==> config.mk <==
export PLATFORM = sky130hd
export DESIGN_NAME = ddr3_framebuffer
export DESIGN_NICKNAME = d
export VERILOG_FILES = /design/src/fb_pkg.sv /design/src/raster_timing.sv /design/src/fb_pixel_writer.sv /design/src/fb_mem_arbiter.sv /design/src/fb_prefetch.sv /design/src/fb_line_buffer.sv /design/src/fb_scaler.sv /design/src/ddr3_framebuffer.sv
export SDC_FILE = /design/constraint.sdc
export NUM_CORES = 2
export LEC_CHECK = 0
export BUFFER_PORTS_ARGS = -buffer_cell sky130_fd_sc_hd__buf_2
export CAP_MARGIN = 20
export CORE_MARGIN = 2
export CORE_UTILIZATION = 25
export CTS_CLUSTER_SIZE = 20
export DETAILED_ROUTE_END_ITERATION = 12
export GPL_TIMING_DRIVEN = 0
export HOLD_SLACK_MARGIN = 0.06
export PLACE_DENSITY_LB_ADDON = 0.08
export SLEW_MARGIN = 30
export SYNTH_ARGS = -nofsm -noshare
export SYNTH_HDL_FRONTEND = slang
export SYNTH_SLANG_ARGS = --single-unit
==> constraint.sdc <==
create_clock -name clk_x1 -period 7.3 [get_ports clk_x1]
set_clock_uncertainty 0.2 [all_clocks]
set_input_delay 1.46 -clock clk_x1 [delete_from_list [all_inputs] [get_ports clk_x1]]
set_output_delay 1.46 -clock clk_x1 [all_outputs]
set_load 0.005 [all_outputs]
==> src/fb_pkg.sv <==
/*
 * Shared types and constants for the DDR-backed framebuffer.
 * Covers the memory command layout, the write chunk, the raster position,
 * the frame size and the conversion of a stored pixel to RGB888.
 * Modules pull it in with a wildcard import in their header.
 */
package fb_pkg;

    // one memory word holds four pixels, one per 32-bit lane
    localparam int PIX_LANE_BITS  = 32;
    localparam int CHUNK_PIXELS   = 4;
    localparam int MEM_DATA_BITS  = 128;
    localparam int MEM_ADDR_BITS  = 28;
    localparam int LINE_BUF_DEPTH = 32;

    // grey bars around the window
    localparam logic [23:0] BORDER_RGB = 24'h202020;

    // application port opcodes
    typedef enum logic [2:0] {
        MEM_WRITE = 3'd0,
        MEM_READ  = 3'd1
    } mem_op_e;

    typedef struct packed {
        mem_op_e                  op;
        logic [MEM_ADDR_BITS-1:0] addr;
        logic [MEM_DATA_BITS-1:0] wdata;
    } mem_cmd_t;

    typedef struct packed {
        logic [MEM_ADDR_BITS-1:0] addr;
        logic [MEM_DATA_BITS-1:0] data;
    } chunk_t;

    typedef struct packed {
        logic [7:0] r;
        logic [7:0] g;
        logic [7:0] b;
    } rgb_t;

    typedef struct packed {
        logic [10:0] cx;
        logic [9:0]  cy;
        logic        h_active;
        logic        v_active;
    } raster_pos_t;

    typedef struct packed {
        logic [10:0] width;
        logic [9:0]  height;
    } fb_size_t;

    // channels left-aligned, low bits zero
    function automatic rgb_t to_rgb(input logic [PIX_LANE_BITS-1:0] pixel,
                                    input int color_bits);
        rgb_t c;
        case (color_bits)
            12: c = {pixel[11:8], 4'b0, pixel[7:4], 4'b0, pixel[3:0], 4'b0};
            15: c = {pixel[14:10], 3'b0, pixel[9:5], 3'b0, pixel[4:0], 3'b0};
            18: c = {pixel[17:12], 2'b0, pixel[11:6], 2'b0, pixel[5:0], 2'b0};
            24: c = pixel[23:0];
            default: c = BORDER_RGB;
        endcase
        return c;
    endfunction

endpackage

==> src/raster_timing.sv <==
`timescale 1ns/100ps
/*
 * Raster position counters for the video output.
 * cx steps once per clock and wraps at H_TOTAL, cy steps at each line end.
 * The active flags mark the visible part of the line and of the frame.
 */
module raster_timing
    import fb_pkg::*;
#(
    parameter int H_ACTIVE = 1280,
    parameter int H_TOTAL  = 1650,
    parameter int V_ACTIVE = 720,
    parameter int V_TOTAL  = 750
) (
    input  logic        clk_x1,
    input  logic        ddr_rst,
    output raster_pos_t pos
);

    logic [10:0] cx;
    logic [9:0]  cy;

    always_ff @(posedge clk_x1) begin
        if (ddr_rst) begin
            cx <= '0;
            cy <= '0;
        end else if (cx == 11'(H_TOTAL - 1)) begin
            cx <= '0;
            // frame wrap
            cy <= (cy == 10'(V_TOTAL - 1)) ? '0 : cy + 10'd1;
        end else begin
            cx <= cx + 11'd1;
        end
    end

    always_comb begin
        pos.cx       = cx;
        pos.cy       = cy;
        pos.h_active = (cx < 11'(H_ACTIVE));
        pos.v_active = (cy < 10'(V_ACTIVE));
    end

endmodule

==> src/fb_pixel_writer.sv <==
`timescale 1ns/100ps
/*
 * Pixel input side of the framebuffer.
 * Tracks the write position against the run-time frame size, gathers four
 * pixels and hands each full chunk to the arbiter as a one-cycle strobe.
 * fb_vsync puts the position back to the top-left pixel.
 */
module fb_pixel_writer
    import fb_pkg::*;
#(
    parameter int WIDTH      = 640,
    parameter int COLOR_BITS = 18
) (
    input  logic                  clk_x1,
    input  logic                  ddr_rst,
    input  fb_size_t              fb_size,
    input  logic                  fb_vsync,
    input  logic                  fb_we,
    input  logic [COLOR_BITS-1:0] fb_data,
    output logic                  wr_stb,
    output chunk_t                wr_chunk
);

    logic [10:0]              col;
    logic [9:0]               row;
    logic [10:0]              col_next;
    logic [9:0]               row_next;
    logic [COLOR_BITS-1:0]    stage [CHUNK_PIXELS];
    logic [MEM_ADDR_BITS-1:0] chunk_addr;

    assign col_next = col + 11'd1;
    assign row_next = row + 10'd1;

    ////////////////////////////////////////////////////////////
    // write position

    always_ff @(posedge clk_x1) begin
        if (ddr_rst) begin
            col    <= '0;
            row    <= '0;
            wr_stb <= 1'b0;
        end else begin
            wr_stb <= 1'b0;
            if (fb_vsync) begin
                col <= '0;
                row <= '0;
            end else if (fb_we) begin
                if (col_next >= fb_size.width) begin
                    col <= '0;
                    row <= (row_next >= fb_size.height) ? '0 : row_next;
                end else begin
                    col <= col_next;
                end
                // fourth pixel of the chunk
                if (col[1:0] == 2'd3) begin
                    wr_stb <= 1'b1;
                end
            end
        end
    end

    ////////////////////////////////////////////////////////////
    // staging and chunk address

    always_ff @(posedge clk_x1) begin
        if (fb_we) begin
            stage[col[1:0]] <= fb_data;
            if (col[1:0] == 2'd3) begin
                chunk_addr <= MEM_ADDR_BITS'(row) * MEM_ADDR_BITS'(WIDTH)
                            + MEM_ADDR_BITS'({col[10:2], 2'b00});
            end
        end
    end

    // stage stays put during the strobe cycle, lanes zero-extended
    always_comb begin
        wr_chunk.addr = chunk_addr;
        wr_chunk.data = '0;
        for (int i = 0; i < CHUNK_PIXELS; i++) begin
            wr_chunk.data[i*PIX_LANE_BITS +: COLOR_BITS] = stage[i];
        end
    end

endmodule

==> src/fb_mem_arbiter.sv <==
`timescale 1ns/100ps
/*
 * Command arbiter in front of the memory application port.
 * Holds one pending read and one pending write and issues them on cmd.
 * cmd_ready is sampled a cycle ahead, and cmd_en follows a ready cycle.
 * A pending read always goes before a pending write.
 */
module fb_mem_arbiter
    import fb_pkg::*;
(
    input  logic                     clk_x1,
    input  logic                     ddr_rst,
    input  logic                     wr_stb,
    input  chunk_t                   wr_chunk,
    input  logic                     rd_stb,
    input  logic [MEM_ADDR_BITS-1:0] rd_addr,
    input  logic                     cmd_ready,
    output logic                     cmd_en,
    output mem_cmd_t                 cmd
);

    logic                     rd_pend;
    logic                     wr_pend;
    logic [MEM_ADDR_BITS-1:0] rd_addr_q;
    chunk_t                   wr_q;
    logic                     issue_rd;
    logic                     issue_wr;

    // reads win
    assign issue_rd = cmd_ready && rd_pend;
    assign issue_wr = cmd_ready && wr_pend && !rd_pend;

    always_ff @(posedge clk_x1) begin
        if (ddr_rst) begin
            rd_pend <= 1'b0;
            wr_pend <= 1'b0;
            cmd_en  <= 1'b0;
        end else begin
            cmd_en <= issue_rd || issue_wr;
            if (issue_rd) begin
                rd_pend <= 1'b0;
            end
            if (issue_wr) begin
                wr_pend <= 1'b0;
            end
            // new requests land in empty slots
            if (rd_stb) begin
                rd_pend <= 1'b1;
            end
            if (wr_stb) begin
                wr_pend <= 1'b1;
            end
        end
    end

    always_ff @(posedge clk_x1) begin
        if (rd_stb) begin
            rd_addr_q <= rd_addr;
        end
        if (wr_stb) begin
            wr_q <= wr_chunk;
        end
        if (issue_rd) begin
            cmd <= '{op: MEM_READ, addr: rd_addr_q, wdata: '0};
        end else if (issue_wr) begin
            cmd <= '{op: MEM_WRITE, addr: wr_q.addr, wdata: wr_q.data};
        end
    end

    // producers keep their strobes 4+ cycles apart so the slots are free
    a_rd_slot: assert property (@(posedge clk_x1) disable iff (ddr_rst) rd_stb |-> !rd_pend)
        else $error("read request dropped, slot still pending");
    a_wr_slot: assert property (@(posedge clk_x1) disable iff (ddr_rst) wr_stb |-> !wr_pend)
        else $error("write chunk dropped, slot still pending");

endmodule

==> src/fb_prefetch.sv <==
`timescale 1ns/100ps
/*
 * Read scheduler for the line buffer.
 * Starts LEAD cycles before the display window and walks the source line at
 * the same fractional rate as the scaler, requesting one chunk per four
 * source columns. A vertical accumulator picks the source row of each line.
 */
module fb_prefetch
    import fb_pkg::*;
#(
    parameter int WIDTH      = 640,
    parameter int DISP_WIDTH = 960,
    parameter int H_ACTIVE   = 1280,
    parameter int V_ACTIVE   = 720
) (
    input  logic                     clk_x1,
    input  logic                     ddr_rst,
    input  raster_pos_t              pos,
    input  fb_size_t                 fb_size,
    output logic                     rd_stb,
    output logic [MEM_ADDR_BITS-1:0] rd_addr
);

    localparam int X_START  = (H_ACTIVE - DISP_WIDTH) / 2;
    // a full ring of source pixels, in display cycles
    localparam int LEAD     = LINE_BUF_DEPTH * DISP_WIDTH / WIDTH;
    localparam int PF_START = X_START - LEAD;

    if (X_START < LEAD) begin : g_lead_check
        $error("prefetch lead does not fit before the display window");
    end

    logic                     pf_run;
    logic [10:0]              pf_col;
    logic [11:0]              h_acc;
    logic [10:0]              v_acc;
    logic [MEM_ADDR_BITS-1:0] line_base;
    logic [11:0]              h_sum;
    logic [10:0]              v_sum;
    logic [10:0]              col_next;
    logic [10:0]              v_acc_next;
    logic [MEM_ADDR_BITS-1:0] base_next;
    logic                     line_start;
    logic                     step;
    logic                     chunk_req;

    assign line_start = pos.v_active && (pos.cx == 11'(PF_START));
    assign h_sum      = h_acc + 12'(fb_size.width);
    assign v_sum      = v_acc + 11'(fb_size.height);
    assign col_next   = pf_col + 11'd1;
    // source column moves on when the accumulator crosses DISP_WIDTH
    assign step       = pf_run && !line_start && (h_sum >= 12'(DISP_WIDTH));
    assign chunk_req  = step && (col_next[1:0] == 2'b00) && (col_next < fb_size.width);

    ////////////////////////////////////////////////////////////
    // source row for the coming line

    always_comb begin
        if (pos.cy == '0) begin
            v_acc_next = '0;
            base_next  = '0;
        end else if (v_sum >= 11'(V_ACTIVE)) begin
            v_acc_next = v_sum - 11'(V_ACTIVE);
            base_next  = line_base + MEM_ADDR_BITS'(WIDTH);
        end else begin
            v_acc_next = v_sum;
            base_next  = line_base;
        end
    end

    always_ff @(posedge clk_x1) begin
        if (ddr_rst) begin
            pf_run    <= 1'b0;
            rd_stb    <= 1'b0;
            pf_col    <= '0;
            h_acc     <= '0;
            v_acc     <= '0;
            line_base <= '0;
        end else begin
            rd_stb <= 1'b0;
            if (line_start) begin
                // chunk 0 right away
                pf_run    <= 1'b1;
                pf_col    <= '0;
                h_acc     <= '0;
                v_acc     <= v_acc_next;
                line_base <= base_next;
                rd_stb    <= 1'b1;
            end else if (pf_run) begin
                if (step) begin
                    h_acc  <= h_sum - 12'(DISP_WIDTH);
                    pf_col <= col_next;
                    rd_stb <= chunk_req;
                    if (col_next >= fb_size.width) begin
                        pf_run <= 1'b0;
                    end
                end else begin
                    h_acc <= h_sum;
                end
            end
        end
    end

    always_ff @(posedge clk_x1) begin
        if (line_start) begin
            rd_addr <= base_next;
        end else if (chunk_req) begin
            rd_addr <= line_base + MEM_ADDR_BITS'(col_next);
        end
    end

endmodule

==> src/fb_line_buffer.sv <==
`timescale 1ns/100ps
/*
 * Ring of LINE_BUF_DEPTH source pixels between memory and scaler.
 * Each read word drops four pixels in at the fill pointer, which restarts
 * at the start of every line. The scaler reads one pixel combinationally.
 */
module fb_line_buffer
    import fb_pkg::*;
#(
    parameter int COLOR_BITS = 18
) (
    input  logic                              clk_x1,
    input  raster_pos_t                       pos,
    input  logic                              rd_valid,
    input  logic [MEM_DATA_BITS-1:0]          rd_data,
    input  logic [$clog2(LINE_BUF_DEPTH)-1:0] rd_idx,
    output logic [COLOR_BITS-1:0]             rd_pixel
);

    localparam int IDX_BITS = $clog2(LINE_BUF_DEPTH);

    logic [COLOR_BITS-1:0] pixels [LINE_BUF_DEPTH];
    logic [IDX_BITS-1:0]   fill_ptr;
    logic [IDX_BITS-1:0]   wr_base;

    // slot of column c is c mod depth
    assign wr_base = (pos.cx == '0) ? '0 : fill_ptr;

    always_ff @(posedge clk_x1) begin
        if (rd_valid) begin
            for (int i = 0; i < CHUNK_PIXELS; i++) begin
                pixels[wr_base + IDX_BITS'(i)] <= rd_data[i*PIX_LANE_BITS +: COLOR_BITS];
            end
            fill_ptr <= wr_base + IDX_BITS'(CHUNK_PIXELS);
        end else if (pos.cx == '0) begin
            fill_ptr <= '0;
        end
    end

    assign rd_pixel = pixels[rd_idx];

endmodule

==> src/fb_scaler.sv <==
`timescale 1ns/100ps
/*
 * Upscaler and colour stage of the video output.
 * Display column k of the centred window shows source column
 * floor(k * width / DISP_WIDTH), rows follow the same rule against V_ACTIVE.
 * rgb and out_pos trail the raster position by one cycle.
 */
module fb_scaler
    import fb_pkg::*;
#(
    parameter int COLOR_BITS = 18,
    parameter int DISP_WIDTH = 960,
    parameter int H_ACTIVE   = 1280,
    parameter int V_ACTIVE   = 720
) (
    input  logic                              clk_x1,
    input  logic                              ddr_rst,
    input  raster_pos_t                       pos,
    input  fb_size_t                          fb_size,
    output logic [$clog2(LINE_BUF_DEPTH)-1:0] rd_idx,
    input  logic [COLOR_BITS-1:0]             rd_pixel,
    output rgb_t                              rgb,
    output raster_pos_t                       out_pos
);

    localparam int X_START  = (H_ACTIVE - DISP_WIDTH) / 2;
    localparam int X_END    = X_START + DISP_WIDTH;
    localparam int IDX_BITS = $clog2(LINE_BUF_DEPTH);

    logic [10:0] sx;
    logic [11:0] h_acc;
    logic [11:0] h_sum;
    logic [9:0]  sy;
    logic [10:0] v_acc;
    logic [10:0] v_sum;
    logic        win_x;
    logic        in_win;

    assign h_sum  = h_acc + 12'(fb_size.width);
    assign v_sum  = v_acc + 11'(fb_size.height);
    assign win_x  = (pos.cx >= 11'(X_START)) && (pos.cx < 11'(X_END));
    // rows past the frame height show border
    assign in_win = win_x && pos.h_active && pos.v_active && (sy < fb_size.height);
    assign rd_idx = sx[IDX_BITS-1:0];

    always_ff @(posedge clk_x1) begin
        if (ddr_rst) begin
            sx      <= '0;
            h_acc   <= '0;
            sy      <= '0;
            v_acc   <= '0;
            rgb     <= BORDER_RGB;
            out_pos <= '0;
        end else begin
            // column stepping inside the window, parked at zero outside
            if (!win_x) begin
                sx    <= '0;
                h_acc <= '0;
            end else if (h_sum >= 12'(DISP_WIDTH)) begin
                sx    <= sx + 11'd1;
                h_acc <= h_sum - 12'(DISP_WIDTH);
            end else begin
                h_acc <= h_sum;
            end

            // row step once per active line
            if (pos.cx == '0 && pos.v_active) begin
                if (pos.cy == '0) begin
                    sy    <= '0;
                    v_acc <= '0;
                end else if (v_sum >= 11'(V_ACTIVE)) begin
                    sy    <= sy + 10'd1;
                    v_acc <= v_sum - 11'(V_ACTIVE);
                end else begin
                    v_acc <= v_sum;
                end
            end

            rgb     <= in_win ? to_rgb(PIX_LANE_BITS'(rd_pixel), COLOR_BITS)
                              : rgb_t'(BORDER_RGB);
            out_pos <= pos;
        end
    end

endmodule

==> src/ddr3_framebuffer.sv <==
`timescale 1ns/100ps
/*
 * Top level of the DDR-backed framebuffer core.
 * Pixels come in on fb_we/fb_data, go to memory in four-pixel chunks, are
 * read back ahead of the raster and shown upscaled in a centred window.
 * Ends at the memory application port and a parallel RGB output.
 */
module ddr3_framebuffer
    import fb_pkg::*;
#(
    parameter int WIDTH      = 640,
    parameter int HEIGHT     = 480,
    parameter int COLOR_BITS = 18,
    parameter int DISP_WIDTH = 960,
    parameter int H_ACTIVE   = 1280,
    parameter int H_TOTAL    = 1650,
    parameter int V_ACTIVE   = 720,
    parameter int V_TOTAL    = 750
) (
    input  logic                     clk_x1,
    input  logic                     ddr_rst,
    input  fb_size_t                 fb_size,
    input  logic                     fb_vsync,
    input  logic                     fb_we,
    input  logic [COLOR_BITS-1:0]    fb_data,
    input  logic                     cmd_ready,
    output logic                     cmd_en,
    output mem_cmd_t                 cmd,
    input  logic                     rd_valid,
    input  logic [MEM_DATA_BITS-1:0] rd_data,
    output rgb_t                     rgb,
    output raster_pos_t              out_pos
);

    raster_pos_t                       pos;
    logic                              wr_stb;
    chunk_t                            wr_chunk;
    logic                              rd_stb;
    logic [MEM_ADDR_BITS-1:0]          rd_addr;
    logic [$clog2(LINE_BUF_DEPTH)-1:0] rd_idx;
    logic [COLOR_BITS-1:0]             rd_pixel;

    ////////////////////////////////////////////////////////////
    // write path

    fb_pixel_writer #(.WIDTH(WIDTH), .COLOR_BITS(COLOR_BITS)) i_pixel_writer (
        .clk_x1, .ddr_rst, .fb_size, .fb_vsync, .fb_we, .fb_data,
        .wr_stb, .wr_chunk
    );

    fb_mem_arbiter i_mem_arbiter (
        .clk_x1, .ddr_rst, .wr_stb, .wr_chunk, .rd_stb, .rd_addr,
        .cmd_ready, .cmd_en, .cmd
    );

    ////////////////////////////////////////////////////////////
    // display path

    raster_timing #(
        .H_ACTIVE(H_ACTIVE), .H_TOTAL(H_TOTAL), .V_ACTIVE(V_ACTIVE), .V_TOTAL(V_TOTAL)
    ) i_raster_timing (
        .clk_x1, .ddr_rst, .pos
    );

    fb_prefetch #(
        .WIDTH(WIDTH), .DISP_WIDTH(DISP_WIDTH), .H_ACTIVE(H_ACTIVE), .V_ACTIVE(V_ACTIVE)
    ) i_prefetch (
        .clk_x1, .ddr_rst, .pos, .fb_size, .rd_stb, .rd_addr
    );

    fb_line_buffer #(.COLOR_BITS(COLOR_BITS)) i_line_buffer (
        .clk_x1, .pos, .rd_valid, .rd_data, .rd_idx, .rd_pixel
    );

    fb_scaler #(
        .COLOR_BITS(COLOR_BITS), .DISP_WIDTH(DISP_WIDTH),
        .H_ACTIVE(H_ACTIVE), .V_ACTIVE(V_ACTIVE)
    ) i_scaler (
        .clk_x1, .ddr_rst, .pos, .fb_size, .rd_idx, .rd_pixel, .rgb, .out_pos
    );

    // writer and prefetch addresses assume the frame fits the memory rows
    a_fb_size: assert property (@(posedge clk_x1) disable iff (ddr_rst)
                                fb_we |-> (fb_size.width <= 11'(WIDTH))
                                       && (fb_size.height <= 10'(HEIGHT)))
        else $error("frame size exceeds the WIDTH x HEIGHT memory area");

endmodule

==> impl_metrics.py <==
metrics = {
    "critical_path": {
        "crit_arrival_ns": 6.24,
        "critPathMaxStageDelay_ns": 0.78,
        "crit_required_ns": 7.53,
        "critPathKind": "reg -> reg",
        "crit_fanout": 18,
        "path_cells": "clkbuf_1, nor4_1, and4_1, clkbuf_1, buf_4, nor2_1, ha_1, buf_2, o21ai_0, nand3_1, a211oi_1, clkbuf_1, nand2_1, clkbuf_1, o41ai_1, nor2_1, nand2_1",
        "cp_top_family": "buffers and inverters",
        "r2r_setup_slack_ns": 1.29,
        "crit_slowest_cell": "nand2_1",
        "cp-start-kind": "register",
        "worst-path-buf-inv": 6,
        "critPathMostFrequentCell": "clkbuf_1",
        "end_kind": "register",
    },
    "yosys": {
        "synth_compound_area_share_pct": 15.4,
        "synthMuxAreaShare_pct": 15.5,
        "synthSimpleGateAreaFrac_pct": 13.1,
        "synth_top_family_by_area": "multiplexers",
        "synth_edf_count": 842,
        "async_flop_share_pct": 0,
        "synth.distinct_cells": 88,
        "ys_seq_elements": 1109,
        "netlist_instances": 6626,
        "synth_top_cell_area_share_pct": 38.3,
        "synth_xor_xnor_area_share_pct": 1.74,
        "yosys.area.top_type": "edfxtp_1",
        "syn_area_per_cell_um2": 9.96,
        "synthAdderAreaFrac_pct": 2.85,
        "synthFlopType": "edfxtp_1",
        "netlist_top_cells_area": "edfxtp_1 38%, mux2i_1 8.1%, dfxtp_1 8.1%, o21ai_0 7.3%, nand2_1 6.2%",
        "synth_sequential_area_ratio_pct": 46.4,
        "ys_warn_count": 0,
        "synthesis.area_um2": 66000,
    },
    "route": {
        "drc": 0,
        "wirelength_um": 360000,
        "ant_nets": 0,
        "wl_per_cell_um": 33.4,
        "drt-initial-drc-count": 6897,
        "num_vias": 58300,
        "dr.pass1.iters": 8,
        "vias_per_cell": 5.42,
    },
    "global_route": {
        "antenna_found_initial": 55,
        "grt_pass1_wl_um": 482000,
        "grt_pass1_vias": 55400,
        "grt_start_max_net_pins": 39,
        "grt_usage_pct": 26.0,
        "grt-ovfl-total": 0,
    },
    "clock_network": {
        "htreeDepth": 4,
        "post_cts_resized": 0,
        "cts_setup_buffers": 0,
        "ctsHoldBuffers": 0,
        "cts_tree": "yes",
        "clockBufferDepth": 3,
        "insertion_delay_ns": 0.83,
        "cts-root-buf": "clkbuf_16",
        "path_clk_slew_ns": 0.06,
        "cts.sinks": 1109,
        "cts-buffers-inserted": 146,
    },
    "die": {
        "initial_core_util_pct": 25.1,
        "die_w_um": 518,
        "die_height_um": 518,
        "io_pins": 380,
        "core-area_um2": 263000,
        "dieArea_um2": 268000,
        "num_rows": 188,
    },
    "finish": {
        "layout.nets": 7442,
        "drive_gt1_share_pct": 15.4,
        "syn_to_final_growth_pct": 17.7,
        "stdcell_area_um2": 77700,
    },
    "pwr": {
        "peakVddDrop_mv": 0.250,
        "p_per_area_nw_per_um2": 214,
        "p_total_w": 0.0166,
        "leakagePower_nw": 26.9,
    },
    "sta": {
        "fmax_ghz": 0.166,
        "slew_violations": 0,
        "grt_setup_unrepaired": "false",
        "worst_slack_ns": 1.29,
        "period_share_pct": 82.4,
        "min_period_ns": 6.01,
        "hold_violations": 0,
        "slew-limit-headroom_pct": 21.7,
        "hold_slack_ns": 0.204,
        "worst_slew_pin_slew_ns": 1.17,
        "setup_viol": 0,
    },
    "worst_hold_path": {
        "hp-class": "reg -> reg",
    },
    "placement": {
        "place_area_um2": 72800,
        "routabilityCongestion": 0.971,
        "hpwl_um": 260000,
        "pre_cts_ws_ns": 1.40,
        "portBuffers": 258,
    },
    "outcome": {
        "outcome": "complete, no violations",
    },
    "job": {
        "maxCapViolations": 0,
    },
}
## worst register-to-register path, cell delays in order (launching register included)
cell	delay [ns]
dfxtp_1	0.29
clkbuf_1	0.19
nor4_1	0.40
and4_1	0.24
clkbuf_1	0.39
buf_4	0.30
nor2_1	0.13
ha_1	0.23
buf_2	0.19
o21ai_0	0.31
nand3_1	0.15
a211oi_1	0.49
clkbuf_1	0.55
nand2_1	0.15
clkbuf_1	0.37
o41ai_1	0.17
nor2_1	0.07
nand2_1	0.78
## layer usage
layer	track usage, %	share of wire, %
met5	0	0.046
met4	11.6	5.0
met3	7.39	9.9
met2	37.5	41
met1	35.8	44
## kinds of logic (layout without fill, tap and decap cells)
| logic type | Yosys count | count (layout) |
|---|---|---|
| and+or+nand+nor | 1970 | 1970 |
| AOI/OAI and AO/OA | 1705 | 1705 |
| DFF | 1109 | 1109 |
| muxes | 790 | 790 |
| buffers and inverters | 774 | 1325 |
| adders and majority gates | 146 | 146 |
| xor gates and xnor gates | 131 | 131 |
| other | 1 | 81 |
## worst paths after layout
path         cells past startpoint                       start                          end
max                             17       i_raster_timing.cx[5]  i_line_buffer.pixels[19][4]
max reg2reg                     17       i_raster_timing.cx[5]  i_line_buffer.pixels[19][4]
min reg2reg                      0  i_pixel_writer.stage[1][0]       i_mem_arbiter.wr_q[32]
min                              0  i_pixel_writer.stage[1][0]       i_mem_arbiter.wr_q[32]
## synthesized netlist by cell type, types with 16 or more instances
| master | count |
|---|---|
| xnor2_1 | 68 |
| nor2b_1 | 112 |
| nor2_1 | 325 |
| a21oi_1 | 184 |
| nor3_1 | 64 |
| buf_1 | 38 |
| a211oi_1 | 108 |
| nand3_1 | 183 |
| clkbuf_1 | 520 |
| inv_1 | 77 |
| o2bb2ai_1 | 74 |
| or3_1 | 23 |
| nand4_1 | 16 |
| and3_1 | 35 |
| o21ai_0 | 959 |
| nand2b_1 | 37 |
| nand2_1 | 1083 |
| a22o_1 | 37 |
| buf_4 | 87 |
| mux2_2 | 74 |
| buf_2 | 45 |
| ha_1 | 139 |
| dfxtp_1 | 267 |
| edfxtp_1 | 842 |
| a21o_1 | 126 |
| mux4_2 | 180 |
| xor2_1 | 63 |
| and2_1 | 19 |
| a31oi_1 | 84 |
| mux2i_1 | 536 |
## through the flow
stage          util [%]  setup TNS (ns)  std cells
2_1_floorplan         -               0       6690
3_3_place_gp       27.4          -11.83      10500
3_5_place_dp       27.7               0      10500
4_1_cts            29.6               0      10800
5_1_grt            29.6               0      10800
6_report           29.6               0      10800
## layout by cell type, fill, tap and decap left out, types with 139 or more instances in the layout
cell,synthesis,final
buf_2,45,317
edfxtp_1,842,842
mux4_2,180,180
dfxtp_1,267,265
nand2_1,1083,1065
nand3_1,183,183
clkbuf_16,0,147
nor2_1,325,318
ha_1,139,139
mux2i_1,536,536
clkbuf_1,520,449
a21oi_1,184,184
o21ai_0,959,959
## power breakdown
group | internal (W) | switching, W
registers | 0.00699 | 0.0000667
clock network | 0.00430 | 0.00322
logic | 0.000507 | 0.00152
## area by class of cell
class,count,area (um2)
antenna,16,40.0
buffer,695,3180
clock buffer,190,3940
clock inverter,76,965
fill,27500,185000
inverter,79,299
multi-input combinational,4807,32500
sequential,1109,30600
tap,3515,4400
timing repair buffer,285,1810
## flip-flops by register name, summed over array words and instances, names as in the netlist, 12 cells and up
| signal | cells |
|---|---|
| i_pixel_writer.chunk_addr | 19 |
| i_scaler.out_pos | 23 |
| i_line_buffer.pixels | 576 |
| i_prefetch.h_acc | 12 |
| i_mem_arbiter.rd_addr_q | 28 |
| i_mem_arbiter.wr_q | 91 |
| i_scaler.rgb | 18 |
| i_mem_arbiter.cmd | 101 |
| i_prefetch.rd_addr | 28 |
| i_scaler.h_acc | 12 |
| i_pixel_writer.stage | 72 |
| i_prefetch.line_base | 28 |
Power figures use the tool's default switching activity.
